**src/include/mac_defines.svh**
```systemverilog
`ifndef MAC_DEFINES_SVH
`define MAC_DEFINES_SVH

// ====================================================================
// memory map
// ====================================================================

// word offset inside one region
`define MEM_OFFSET_BITS 10
// region select on top of the offset
`define MEM_REGION_BITS 2
`define MEM_ADDR_BITS (`MEM_REGION_BITS + `MEM_OFFSET_BITS)
`define MEM_WORDS (1 << `MEM_ADDR_BITS)

// region codes
`define REGION_RAM 2'd0
`define REGION_ROM 2'd1
`define REGION_DISK_INT 2'd2
`define REGION_DISK_EXT 2'd3

// host download port
`define DL_INDEX_BITS 8
`define DL_ADDR_BITS 24

// ====================================================================
// scaled sizes and hold counts
// ====================================================================

// final word counts of a valid floppy image
`define DISK_DS_WORDS 512
`define DISK_SS_WORDS 256

// phase-4 strobes after the last reset source
`define RESET_HOLD 16
// falling disk acks before turbo is allowed
`define TURBO_ACK_HOLD 20
// cycles the activity flag lasts after an act bit
`define DISK_ACT_HOLD 64
// cycles in one arbiter round
`define SLOT_CYCLES 8

`endif

```
**src/mac_mem_pkg.sv**
```systemverilog
`include "mac_defines.svh"

package mac_mem_pkg;

	// cpu side request, held with valid high until ack
	typedef struct packed {
		logic valid;
		logic write;
		logic [`MEM_REGION_BITS-1:0] region;
		logic [`MEM_OFFSET_BITS-1:0] offset;
		// byte address bit 0, picks the byte on disk reads
		logic byte_sel;
		// bit 1 upper lane, bit 0 lower lane
		logic [1:0] lanes;
		logic [15:0] wdata;
	} cpu_req_t;

	// ack is a single cycle pulse
	typedef struct packed {
		logic ack;
		logic [15:0] rdata;
	} cpu_rsp_t;

	// one byte from the host image loader
	typedef struct packed {
		logic wr;
		logic [`DL_INDEX_BITS-1:0] index;
		logic [`DL_ADDR_BITS-1:0] addr;
		logic [7:0] data;
	} dl_byte_t;

	// one word memory access, valid for a single cycle
	typedef struct packed {
		logic we;
		logic re;
		logic [`MEM_ADDR_BITS-1:0] addr;
		logic [1:0] be;
		logic [15:0] wdata;
	} mem_req_t;

	// reset and speed controls from the host side
	typedef struct packed {
		logic osd_reset;
		logic user_button;
		// low means the cpu asks for a reset
		logic cpu_reset_out;
		logic turbo_request;
	} host_ctrl_t;

	// floppy controller status, one bit per drive
	typedef struct packed {
		logic [1:0] eject;
		logic [1:0] motor;
		logic [1:0] act;
	} disk_ctrl_t;

endpackage

```
**src/floppy_image_tracker.sv**
```systemverilog
`timescale 1ns/1ns
`include "mac_defines.svh"

module floppy_image_tracker
	import mac_mem_pkg::*;
(
	input  logic       clk_sys,
	input  logic       n_reset,
	input  logic       download,
	input  dl_byte_t   dl,
	input  disk_ctrl_t disk,
	output logic [1:0] disk_inserted,
	output logic [1:0] disk_sides,
	output logic       led_user
);
	localparam int ACT_BITS = $clog2(`DISK_ACT_HOLD + 1);

	logic down_q;
	logic dl_end;
	logic [`DL_ADDR_BITS-1:0] last_addr;
	logic [`DL_INDEX_BITS-1:0] last_index;
	logic [`DL_ADDR_BITS-1:0] final_words;
	logic is_ds;
	logic is_ss;
	logic [1:0] ins_q;
	logic [1:0] sides_q;
	logic [ACT_BITS-1:0] act_cnt;
	logic act_flag;

	// ====================================================================
	// image size detection
	// ====================================================================

	// last byte seen by the loader
	always_ff @(posedge clk_sys) begin
		if (dl.wr) begin
			last_addr <= dl.addr;
			last_index <= dl.index;
		end
	end

	// byte count is the last address plus one, then halved to words
	assign final_words = (last_addr + `DL_ADDR_BITS'(1)) >> 1;
	assign is_ds = (final_words == `DL_ADDR_BITS'(`DISK_DS_WORDS));
	assign is_ss = (final_words == `DL_ADDR_BITS'(`DISK_SS_WORDS));
	assign dl_end = down_q && !download;

	always_ff @(posedge clk_sys) begin
		if (!n_reset) begin
			down_q <= 1'b0;
			ins_q <= 2'b00;
			sides_q <= 2'b00;
		end else begin
			down_q <= download;
			// drive 0 takes index 1, drive 1 takes index 2
			for (int d = 0; d < 2; d++) begin
				if (disk.eject[d]) begin
					ins_q[d] <= 1'b0;
					sides_q[d] <= 1'b0;
				end else if (dl_end && last_index == `DL_INDEX_BITS'(d + 1)) begin
					// unknown size means no disk
					ins_q[d] <= is_ds || is_ss;
					sides_q[d] <= is_ds;
				end
			end
		end
	end

	assign disk_inserted = ins_q;
	assign disk_sides = sides_q;

	// ====================================================================
	// activity led
	// ====================================================================

	// retriggered by every act bit
	always_ff @(posedge clk_sys) begin
		if (!n_reset) begin
			act_cnt <= '0;
			act_flag <= 1'b0;
		end else begin
			act_flag <= (act_cnt != '0);
			if (act_cnt != '0)
				act_cnt <= act_cnt - ACT_BITS'(1);
			if (|disk.act)
				act_cnt <= ACT_BITS'(`DISK_ACT_HOLD);
		end
	end

	// motor on inverts the led so activity still blinks
	assign led_user = download || (act_flag ^ (|disk.motor));

endmodule

```
**config.mk**
```make
export PLATFORM = sky130hd
export DESIGN_NAME = floppy_image_tracker
export DESIGN_NICKNAME = d
export VERILOG_FILES = /design/src/mac_mem_pkg.sv /design/src/floppy_image_tracker.sv
export VERILOG_INCLUDE_DIRS = /design/src /design/src/include
export SDC_FILE = /design/constraint.sdc
export NUM_CORES = 1
export LEC_CHECK = 0
export ABC_AREA = 1
export ABC_CLOCK_PERIOD_IN_PS = 5100
export BUFFER_PORTS_ARGS = -buffer_cell sky130_fd_sc_hd__buf_2
export CORE_UTILIZATION = 35
export CTS_BUF_LIST = sky130_fd_sc_hd__clkbuf_16
export DETAILED_ROUTE_END_ITERATION = 16
export GPL_TIMING_DRIVEN = 0
export PLACE_DENSITY = 0.55
export SLEW_MARGIN = 20
export SYNTH_ARGS = -nofsm -noshare
export SYNTH_HDL_FRONTEND = slang
export SYNTH_SLANG_ARGS = --single-unit
```
**constraint.sdc**
```tcl
create_clock -name clk_sys -period 5.1 [get_ports clk_sys]
set_clock_uncertainty 0.1 [all_clocks]
set_input_delay 0 -clock clk_sys [delete_from_list [all_inputs] [get_ports clk_sys]]
set_output_delay 0 -clock clk_sys [all_outputs]
set_load 0.01 [all_outputs]
```
==> metrics.md, run 1 <==
| Metric | Value |
|---|---|
| Status | finished, final reports clean |
| Total number of vias | 2042 |
| Max_slew headroom | about half |
| Total clock sinks | 45 |
| Top FF cell, synth | edfxtp_1 |
| CP startpoint kind | flip-flop |
| Crit end category | flip-flop |
| Crit Path Category | flip-flop to flip-flop |
| Pin count of the biggest net entering global routing | 33 |
| Hold depth | 1 |
| Global route overflow | 0 |
| Proportion of layout cells with a drive suffix above 1 | around a fifth |
| Num CTS Buffers | 5 |
| CORE AREA | between 6000 and 7000 um2 |
| CTS tree | yes |
| Area leader, netlist | edfxtp_1 |
| Tot Pwr | around 0.95 mW |
| PwrDens | 292 nW/um2 |
| Yosys Warn Count | 0 |
| Post-CTS resize count | 0 |
| Initial DRC count | 55 |
| R2R depth | 10 |
| Mux contribution to synthesized area | 0% |
| Pins Over Slew Limit | 0 |
| RSZ-0062 raised after global routing | no |
| DPL Wire Length | around 3400 um |
| Peak supply drop | between 0.15 and 0.2 mV |
| Top post-synthesis cells by area | edfxtp_1 41%, nand2_1 13%, dfxtp_1 11% |
| Leakage | ~1.5 nW |
| Worst path required time | ~5.2 ns |
| Port Buffers | 46 |
| H-tree depth | 2 |
| Worst Path Max Fanout | 4 |
| Measured slew at the worst slew-check pin | between 0.7 and 0.8 ns |
| Fin Setup TNS | 0 ns |
| Die footprint | between 7000 and 8000 um2 |
| Post-DRT Antenna Nets | 0 |
| Hold_buf cts | 39 |
| Worst skew pair latency | around 0.29 ns |
| FILL cells | around 600 |
| RePlAce Congestion | approximately 0.86 |
| Die W | roughly 84 um |
| XOR/XNOR Fraction of Synth Area | about 2.2% |
| Initial antenna violation count | 0 |
| Max Clk Rate | about 520 MHz |
| Syn-to-layout area delta | 37.7% |
| Total wire length | 4820 um |
| DRC | 0 |
| Mean Syn Cell Area | ~8.2 um2 |
| I/O Pins | 55 |
| Mapped Cells | roughly 290 |
| Post-CTS setup buffers | 0 |
| Root buffer cell | clkbuf_16 |
| Initial core utilization | 36.8% |
| CTS Buffer Depth | 2 |
| Synth Area in Simple Gates | 33.9% |
| Fin crit share | 37.9% |
| Largest family of logic cells by synthesized area | simple AND/OR/NAND/NOR gates |
| Setup-failing EPs final | 0 |
| Synthesis-stage register bit count | 45 |
| Mapped Nets | between 300 and 400 |
| Multi-input gate area | 996 um2 |
| Drt wl/cell | approximately 11 um |
| Vias in the first global route | approximately 2000 |
| Drt first pass iters | 4 |
| First-pass GRT wire length | 8690 um |
| Clk slew on worst S/H paths | approximately 0.070 ns |
| Max-Cap Viols | 0 |
| Most instantiated library cell after synthesis | nand2_1 |
| Register area share after synthesis | 51.7% |
| CP Data Arrival Time | ~2.1 ns |
| Area fraction of the dominant cell type after synthesis | between 40% and 50% |
| FF/Latch Area | approximately 1200 um2 |
| Antenna Cells | 0 |
| Rows | 29 |
| Via density | between 4 and 5 |
| Synth top cells by count | 82 x nand2_1, 45 x nor2_1, 38 x inv_1 |
| Adder-Cell Fraction of Synth Area | roughly 1.6% |
| Post-synth EDFFs | 32 |
| Total Routing Usage GR | 15.4% |
| Tmin final | between 1.5 and 2 ns |
| Cell variety after synth | 25 |
| Post-synthesis compound-gate area fraction | ~4.4% |
| Cell area after synthesis | about 2400 um2 |
| Final Hold Fails | 0 |
| # nets final | 432 |
| Asr flop ratio synth | 0% |
| Die Ht | 84.2 um |
| Hold WC Path Type | primary input to flip-flop |
-- registers in the layout, summed over array words and instances, names as in the netlist --
register and flops:
act_flag 1, last_addr 24, last_index 8, disk_inserted 2
disk_sides 2, act_cnt 7, down_q 1
-- path summary, 6_finish.rpt --
path	start	end	slack, ns
worst max-delay path	last_addr[1]$_DFFE_PP_	disk_sides[0]$_SDFFE_PP0P_	3.17
worst min-delay path	dl[40]	last_index[6]$_DFFE_PP_	0.22
worst max register to register	last_addr[1]$_DFFE_PP_	disk_sides[0]$_SDFFE_PP0P_	3.17
worst min register to register	act_cnt[3]$_SDFFE_PP0P_	act_cnt[3]$_SDFFE_PP0P_	0.37
-- cells by family after synthesis --
family / after synthesis
AOI/OAI and AO/OA: 20
xor gates and xnor gates: 6
adders and majority gates: 3
buffers and inverters: 39
DFF: 45
and+or+nand+nor: 174
-- routing by layer --
metal	track usage (%)	up-vias	share of wire, %
met3	2.46	6	4.4
met2	26.8	50	49
met4	6.27	0	1.6
met5	0	-	0
met1	19.0	887	45
li1	-	1099	-
-- report_power, final --
part / leakage, nW / switching, mW / internal [mW]
logic: 0.986 / 0.0652 / 0.0630
registers: 0.419 / 0.0215 / 0.422
clock network: 0.0859 / 0.143 / 0.235
total: 1.49 / 0.230 / 0.720
-- layout by cell type, fill, tap and decap left out, types with 6 or more instances in the layout --
cell           instances
edfxtp_1              32
nor2_1                45
o21ai_0               10
inv_1                 38
nand3_1               18
dfxtp_1               13
buf_2                 46
a21oi_1                8
nand2_1               82
nor2_2                 6
dlygate4sd3_1         39
-- final cells by class --
cell class	count	area share [%]
sequential	45	37.5
clock inverter	3	1.54
timing repair buffer	85	19.1
multi-input combinational	203	30.6
tap	77	2.96
clock buffer	5	3.84
inverter	39	4.50
-- worst max-delay path: stages (launching register included) --
cell and delay (ns):
edfxtp_1 0.40, ha_1 0.24, nand3_2 0.13, nor2_2 0.18, nand2_1 0.10, nor2_1 0.14
xnor2_1 0.13, nand2_1 0.08, nor2_2 0.11, nand3_1 0.12, a21oi_1 0.15
-- through the flow --
stage / std cells / setup slack, ns / hold slack, ns / instance area (um2) / util (%)
after floorplan: 287 / 3.45 / -0.00655 / 2360 / -
after global placement: 410 / 3.20 / 0.0764 / 2690 / 41.9
after detailed placement: 410 / 3.15 / 0.0784 / 2690 / 41.9
after CTS: 457 / 3.13 / 0.225 / 3260 / 50.7
after global routing: 457 / 2.91 / 0.270 / 3260 / 50.7
final: 457 / 3.17 / 0.224 / 3260 / 50.7
Note: power is estimated with default switching activity, not from simulation.
==> run 2: changes to the inputs <==
Settings changed: ABC_AREA 1 to 0, ABC_CLOCK_PERIOD_IN_PS 5100 to 2000, PLACE_DENSITY 0.55 to 0.56.
Clock period 5.1 ns to 2 ns, I/O delays scaled along.
==> run 2 against run 1 <==
The flow now finishes with violations (setup timing). Maximum frequency decreased by 15%. Worst hold slack got worse by 0.020 ns. Sequential power increased to 2.6 times the previous value. Critical path depth decreased by 4. Global-route usage decreased by 0.40 points. Non-clock buffer count increased by 9. Sequential share of layout area increased by 3.0 points. Synthesized area decreased by 14%. Highest routed layer unchanged.
==> metrics.md, run 2 <==
| Metric | Value |
|---|---|
| Placed inst area | 2340 um2 (was 2690 um2) |
| Placed cell count | 284 (was 410) |
| Cell variety after synth | 40 (was 25) |
| Finished Cell Area | 3010 um2 (was 3260 um2) |
| Max Clk Rate | 442 MHz (was 518 MHz) |
| Drt first pass iters | 4 (unchanged) |
| H-tree depth | 2 (unchanged) |
| DPL Wire Length | 2840 um (was 3410 um) |
| Sequential share of power | 49.4% (was 46.7%) |
| Mean Syn Cell Area | 12.2 um2 (was 8.24 um2) |
| Setup-failing EPs final | 4 (was 0) |
| Post-synth EDFFs | 32 (unchanged) |
| Top Registers | last_addr (24), last_index (8), act_cnt (7) (unchanged) |
| Total Routing Usage GR | 15.0% (was 15.4%) |
| Commonest non-fill, non-tap cell in the layout | buf_2 (was nand2_1) |
| Hold WC Path Type | primary input to flip-flop (unchanged) |
| Top FF cell, synth | edfxtp_1 (unchanged) |
| Register area share after synthesis | 60.4% (was 51.7%) |
| Fin Setup TNS | -1.03 ns (was 0 ns) |
| Initial DRC count | 65 (was 55) |
| Root buffer cell | clkbuf_16 (unchanged) |
| Max_slew headroom | 52.4% (was 50.6%) |
| Area leader, netlist | edfxtp_1 (unchanged) |
| Worst Path Max Fanout | 3 (was 4) |
| Worst path required time | 2.12 ns (was 5.22 ns) |
| Post-DRT Antenna Nets | 0 (unchanged) |
| Rows | 27 (was 29) |
| Max-Cap Viols | 0 (unchanged) |
| CP Data Arrival Time | 2.38 ns (was 2.05 ns) |
| RePlAce Congestion | 0.821 (was 0.855) |
| Gr busiest metal | met2 (unchanged) |
| Tmin final | 2.26 ns (was 1.93 ns) |
| R2R depth | 6 (was 10) |
| P_sw | 0.515 mW (was 0.230 mW) |
| Hold depth | 1 (unchanged) |
| Clock power share | 38.1% (was 39.9%) |
| Cell area after synthesis | 2020 um2 (was 2360 um2) |
| GRT met2 Usage | 27.3% (was 26.8%) |
| DRC | 0 (unchanged) |
| CP startpoint kind | flip-flop (unchanged) |
| Final Hold Fails | 0 (unchanged) |
| Most frequent cells in the layout | 46 x buf_2, 41 x dlygate4sd3_1, 32 x edfxtp_1 (was 82 x nand2_1, 46 x buf_2, 45 x nor2_1) |
| Peak supply drop | 0.350 mV (was 0.170 mV) |
| Crit end category | flip-flop (unchanged) |
| Synth top cells by count | 32 x edfxtp_1, 13 x dfxtp_1, 13 x nor2_1 (was 82 x nand2_1, 45 x nor2_1, 38 x inv_1) |
| # nets final | 320 (was 432) |
| Port Buffers | 46 (unchanged) |
| Place WS | -0.384 ns (was 3.15 ns) |
| Initial core utilization | 36.5% (was 36.8%) |
| Proportion of layout cells with a drive suffix above 1 | 28.0% (was 19.7%) |
| Mapped Nets | 219 (was 340) |
| Die footprint | 6080 um2 (was 7090 um2) |
| Status | finished with violations (was finished, final reports clean) |
| Vias in the first global route | 1560 (was 1992) |
| Global route overflow | 0 (unchanged) |
| Utilization after layout | 54.4% (was 50.7%) |
| Asr flop ratio synth | 0% (unchanged) |
| RSZ-0062 raised after global routing | yes (was no) |
| Synthesis-stage register bit count | 45 (unchanged) |
| Drt wl/cell | 12.9 um (was 10.5 um) |
| Via density | 4.86 (was 4.47) |
| Syn-to-layout area delta | 49.0% (was 37.7%) |
| Biggest register | last_addr (unchanged) |
| Clk slew on worst S/H paths | 0.06 ns (was 0.07 ns) |
| Antenna Cells | 0 (unchanged) |
| Total clock sinks | 45 (unchanged) |
| Area fraction of the dominant cell type after synthesis | 47.5% (was 40.7%) |
| Failing checks | setup timing |
| CORE AREA | 5540 um2 (was 6420 um2) |
| Measured slew at the worst slew-check pin | 0.714 ns (was 0.741 ns) |
| Total wire length | 4400 um (was 4820 um) |
| Worst skew pair latency | 0.28 ns (was 0.29 ns) |
| Pin count of the biggest net entering global routing | 33 (unchanged) |
| PwrDens | 762 nW/um2 (was 292 nW/um2) |
| Cell internal pwr | 1.78 mW (was 0.720 mW) |
| Grt met1 use | 16.1% (was 19.0%) |
| Fin crit share | 113% (was 37.9%) |
| Most instantiated library cell after synthesis | edfxtp_1 (was nand2_1) |
| I/O Pins | 55 (unchanged) |
| Mapped Cells | 166 (was 287) |
| CTS tree | yes (unchanged) |
| Die W | 78.0 um (was 84.2 um) |
| CTS Buffer Depth | 2 (unchanged) |
| Sw frac | 22.5% (was 24.2%) |
| Pins Over Slew Limit | 0 (unchanged) |
| Num CTS Buffers | 5 (unchanged) |
| Global routing usage on met3 | 4.12% (was 2.46%) |
| Comb pwr share | 12.5% (was 13.5%) |
| Setup WS post-layout | -0.264 ns (was 3.17 ns) |
| Initial antenna violation count | 0 (unchanged) |
| Leakage | 1.16 nW (was 1.49 nW) |
| Flip-flop count of the largest register after layout | 24 (unchanged) |
| Top post-synthesis cells by area | edfxtp_1 48%, dfxtp_1 13%, xnor2_1 3.5% (was edfxtp_1 41%, nand2_1 13%, dfxtp_1 11%) |
| Die Ht | 78.0 um (was 84.2 um) |
| Yosys Warn Count | 0 (unchanged) |
| Final Non-Filler Cells | 340 (was 457) |
| Crit Path Category | flip-flop to flip-flop (unchanged) |
| First-pass GRT wire length | 6860 um (was 8690 um) |
| Total number of vias | 1654 (was 2042) |
-- run 2: changes by cell type after synthesis, sizes merged, moves of 7 or more --
cell,delta
nand2,-83
nor2,-44
inv,-35
nand3,-8
nand4,+8
a21oi,-7
-- run 2: area by class of cell --
class	instances	area (um2)
Timing Repair Buffer	94	693
Inverter	4	15.0
Sequential cell	45	1220
Clock inverter	2	12.5
Tap cell	72	90.1
Clock buffer	6	150
Fill cell	484	2530
Multi-Input combinational cell	117	831
-- run 2: path summary, 6_finish.rpt --
check	startpoint	end	slack, ns
worst max-delay path	last_addr[0]$_DFFE_PP_	disk_inserted[0]$_SDFFE_PP0P_	-0.26
worst min-delay path	dl[40]	last_addr[22]$_DFFE_PP_	0.20
worst max register to register	last_addr[0]$_DFFE_PP_	disk_inserted[0]$_SDFFE_PP0P_	-0.26
worst min register to register	disk_sides[1]$_SDFFE_PP0P_	disk_sides[1]$_SDFFE_PP0P_	0.36
-- run 2: stage by stage --
step                      hold WS, ns  total power [mW]
after floorplan              -0.00113              1.26
after global placement         0.0765              1.35
after detailed placement       0.0783              1.35
after CTS                       0.231              2.29
after global routing            0.250              2.39
final                           0.204              2.29
-- run 2: timing repair --
action	4_1_cts	5_1_grt
hold buffers	41	0
pin swaps	1	3
setup endpoints to repair	4	5
hold endpoints to repair	41	0
buffers inserted	4	3
gates resized for setup	1	7
-- run 2: kinds of logic after synthesis --
logic type      share of synthesized area [%]
fa+ha+maj                                1.86
simple gates                             21.0
flops                                    60.4
xor+xnor                                 6.06
mux                                      1.18
buf+inv                                 0.742
compound gates                           8.73
-- run 2: worst max-delay path: stages (launching register included) --
cell and delay (ns):
edfxtp_1 0.46, ha_4 0.20, or4_4 0.40, a211o_1 0.27
or4_4 0.49, nand2b_4 0.17, o21ai_2 0.10
-- run 2: per-layer routing --
metal	part of all wire, %	up-vias
met5	0	-
met4	2.3	0
met3	4.0	9
met2	52	36
met1	42	768
li1	-	841
-- run 2: power by group through the flow --
| stage | registers (mW) | clock network [mW] | logic (mW) |
|---|---|---|---|
| final | 1.13 | 0.874 | 0.287 |
| after global routing | 1.14 | 0.925 | 0.316 |
| after CTS | 1.13 | 0.888 | 0.276 |
| after detailed placement | 1.15 | 0 | 0.201 |
| after global placement | 1.15 | 0 | 0.199 |
| after floorplan | 1.14 | 0 | 0.127 |
==> run 3: changes to the inputs <==
Settings changed: BUFFER_PORTS_ARGS -buffer_cell sky130_fd_sc_hd__buf_2 to default, CORE_MARGIN from default to 4, DONT_BUFFER_PORTS from default to 1, PLACE_DENSITY 0.56 to 0.48.
==> run 3 against run 2 <==
The flow still finishes with violations (setup timing). Worst hold slack got worse by 0.19 ns. Non-clock buffer count fell by 47. Flip-flop and latch count is the same. Cell count fell by 14%. First-iteration DRC count is 37% higher. Maximum frequency is essentially flat. Global-route usage shrank 1.9 points. Register-to-register slack hardly changed. Critical path type unchanged.
==> metrics.md, run 3 (same netlist as run 2, synthesis figures left out) <==
| Metric | Value |
|---|---|
| Final Non-Filler Cells | 293 (was 340) |
| Status | finished with violations (unchanged) |
| Proportion of layout cells with a drive suffix above 1 | 13.1% (was 28.0%) |
| Die W | 84.0 um (was 78.0 um) |
| Post-DRT Antenna Nets | 0 (unchanged) |
| Global routing usage on met3 | 5.03% (was 4.12%) |
| Clk slew on worst S/H paths | 0.06 ns (about the same) |
| Placed cell count | 238 (was 284) |
| Initial core utilization | 36.5% (unchanged) |
| Root buffer cell | clkbuf_16 (unchanged) |
| Peak supply drop | 0.370 mV (was 0.350 mV) |
| Worst skew pair latency | 0.29 ns (was 0.28 ns) |
| Crit end category | flip-flop (unchanged) |
| Place WS | -0.354 ns (was -0.384 ns) |
| Most common cell on crit path | or4_4 (unchanged) |
| DRC | 0 (unchanged) |
| I/O Pins | 55 (unchanged) |
| H-tree depth | 2 (unchanged) |
| Fin crit share | 113% (about the same) |
| Initial DRC count | 89 (was 65) |
| Longest individual stage delay on the worst path | 0.48 ns (was 0.49 ns) |
| Total Routing Usage GR | 13.1% (was 15.0%) |
| Pin count of the biggest net entering global routing | 33 (unchanged) |
| CP Data Arrival Time | 2.38 ns (about the same) |
| Placed inst area | 2110 um2 (was 2340 um2) |
| Flip-flop count of the largest register after layout | 24 (unchanged) |
| Sequential share of power | 52.0% (was 49.4%) |
| Max_slew headroom | 70.6% (was 52.4%) |
| Antenna Cells | 0 (unchanged) |
| CTS Buffer Depth | 2 (unchanged) |
| Total clock sinks | 45 (unchanged) |
| Crit path cell chain | ha_4, or4_4, a211o_1, or4_4, nand2b_4, o21ai_2 (unchanged) |
| Top Registers | last_addr (24), last_index (8), act_cnt (7) (unchanged) |
| Syn-to-layout area delta | 36.4% (was 49.0%) |
| Finished Cell Area | 2760 um2 (was 3010 um2) |
| Leakage | 0.953 nW (was 1.16 nW) |
| Fin Setup TNS | -1.03 ns (about the same) |
| Gr busiest metal | met2 (unchanged) |
| Port Buffers | 0 (was 46) |
| Pins Over Slew Limit | 0 (unchanged) |
| Most frequent cells in the layout | 40 x dlygate4sd3_1, 32 x edfxtp_1, 13 x dfxtp_1 (was 46 x buf_2, 41 x dlygate4sd3_1, 32 x edfxtp_1) |
| Worst Path Max Fanout | 4 (was 3) |
| Grt met1 use | 13.7% (was 16.1%) |
| Tmin final | 2.26 ns (about the same) |
| First-pass GRT wire length | 7250 um (was 6860 um) |
| Tot Pwr | 2.17 mW (was 2.29 mW) |
| Clock power share | 36.5% (was 38.1%) |
| Die footprint | 7060 um2 (was 6080 um2) |
| Measured slew at the worst slew-check pin | 0.437 ns (was 0.714 ns) |
| GRT met2 Usage | 22.9% (was 27.3%) |
| Die Ht | 84.0 um (was 78.0 um) |
| Worst path required time | 2.12 ns (about the same) |
| CTS tree | yes (unchanged) |
| Vias in the first global route | 1599 (was 1560) |
| Max Clk Rate | 442 MHz (about the same) |
| Utilization after layout | 49.8% (was 54.4%) |
| Fin Hold WS | 0.0109 ns (was 0.204 ns) |
| Num CTS Buffers | 5 (unchanged) |
| CP startpoint kind | flip-flop (unchanged) |
| # nets final | 273 (was 320) |
| Crit Path Category | flip-flop to flip-flop (unchanged) |
| Setup-failing EPs final | 4 (unchanged) |
| Comb pwr share | 11.5% (was 12.5%) |
| RePlAce Congestion | 0.788 (was 0.821) |
| Sw frac | 23.0% (was 22.5%) |
| RSZ-0062 raised after global routing | yes (unchanged) |
| Max-Cap Viols | 0 (unchanged) |
| Global route overflow | 0 (unchanged) |
| Cell internal pwr | 1.67 mW (was 1.78 mW) |
| Setup WS post-layout | -0.264 ns (about the same) |
| CP max-delay cell | or4_4 (unchanged) |
| Rows | 27 (unchanged) |
| Total wire length | 4340 um (was 4400 um) |
| Drt wl/cell | 14.8 um (was 12.9 um) |
| Total number of vias | 1524 (was 1654) |
| Final Hold Fails | 0 (unchanged) |
| Drt first pass iters | 3 (was 4) |
| CORE AREA | 5540 um2 (unchanged) |
| Failing checks | setup timing (unchanged) |
| P_sw | 0.500 mW (was 0.515 mW) |
| Via density | 5.20 (was 4.86) |
| Biggest register | last_addr (unchanged) |
| DPL Wire Length | 3040 um (was 2840 um) |
| Commonest non-fill, non-tap cell in the layout | dlygate4sd3_1 (was buf_2) |
| Initial antenna violation count | 0 (unchanged) |
| Hold WC Path Type | primary input to output port (was primary input to flip-flop) |
| PwrDens | 789 nW/um2 (was 762 nW/um2) |
## run 3: critical path, delay by kind of cell, from the launching register on
kind,cells,cell delay (ns)
adders and majority gates,1,0.21
and+or+nand+nor,3,1.05
DFF,1,0.45
AOI/OAI and AO/OA,2,0.38
## run 3: final timing paths
path / startpoint / end / slack, ns / cells past startpoint
max: last_addr[1]$_DFFE_PP_ / disk_sides[0]$_SDFFE_PP0P_ / -0.26 / 6
min: download / led_user / 0.01 / 1
max reg2reg: last_addr[1]$_DFFE_PP_ / disk_sides[0]$_SDFFE_PP0P_ / -0.26 / 6
min reg2reg: act_cnt[5]$_SDFFE_PP0P_ / act_cnt[5]$_SDFFE_PP0P_ / 0.43 / 2
## run 3: timing repair
item	in CTS	in global routing
hold buffers	41	0
buffers inserted	4	2
pin swaps	1	5
gates resized for setup	2	5
endpoints found under the hold margin	77	0
endpoints found under the setup margin	4	4
## run 3: final cells by class
cell class | count | area (um2)
tap | 72 | 90.1
clock buffer | 5 | 125
sequential | 45 | 1220
fill | 509 | 2780
clock inverter | 3 | 20.0
inverter | 4 | 15.0
timing repair buffer | 47 | 465
multi-input combinational | 117 | 821
## run 3: power by group through the flow
stage | clock network [mW] | registers, mW | logic (mW)
after global routing | 0.863 | 1.14 | 0.275
final | 0.795 | 1.13 | 0.250
after global placement | 0 | 1.15 | 0.145
after detailed placement | 0 | 1.15 | 0.150
after CTS | 0.822 | 1.13 | 0.248
after floorplan | 0 | 1.14 | 0.127
## run 3: per-layer routing
metal  share of wire (%)  vias to the layer above
met5                   0                        -
met4                 1.9                        0
met3                 6.7                       10
met2                  52                       28
met1                  40                      739
li1                    -                      747
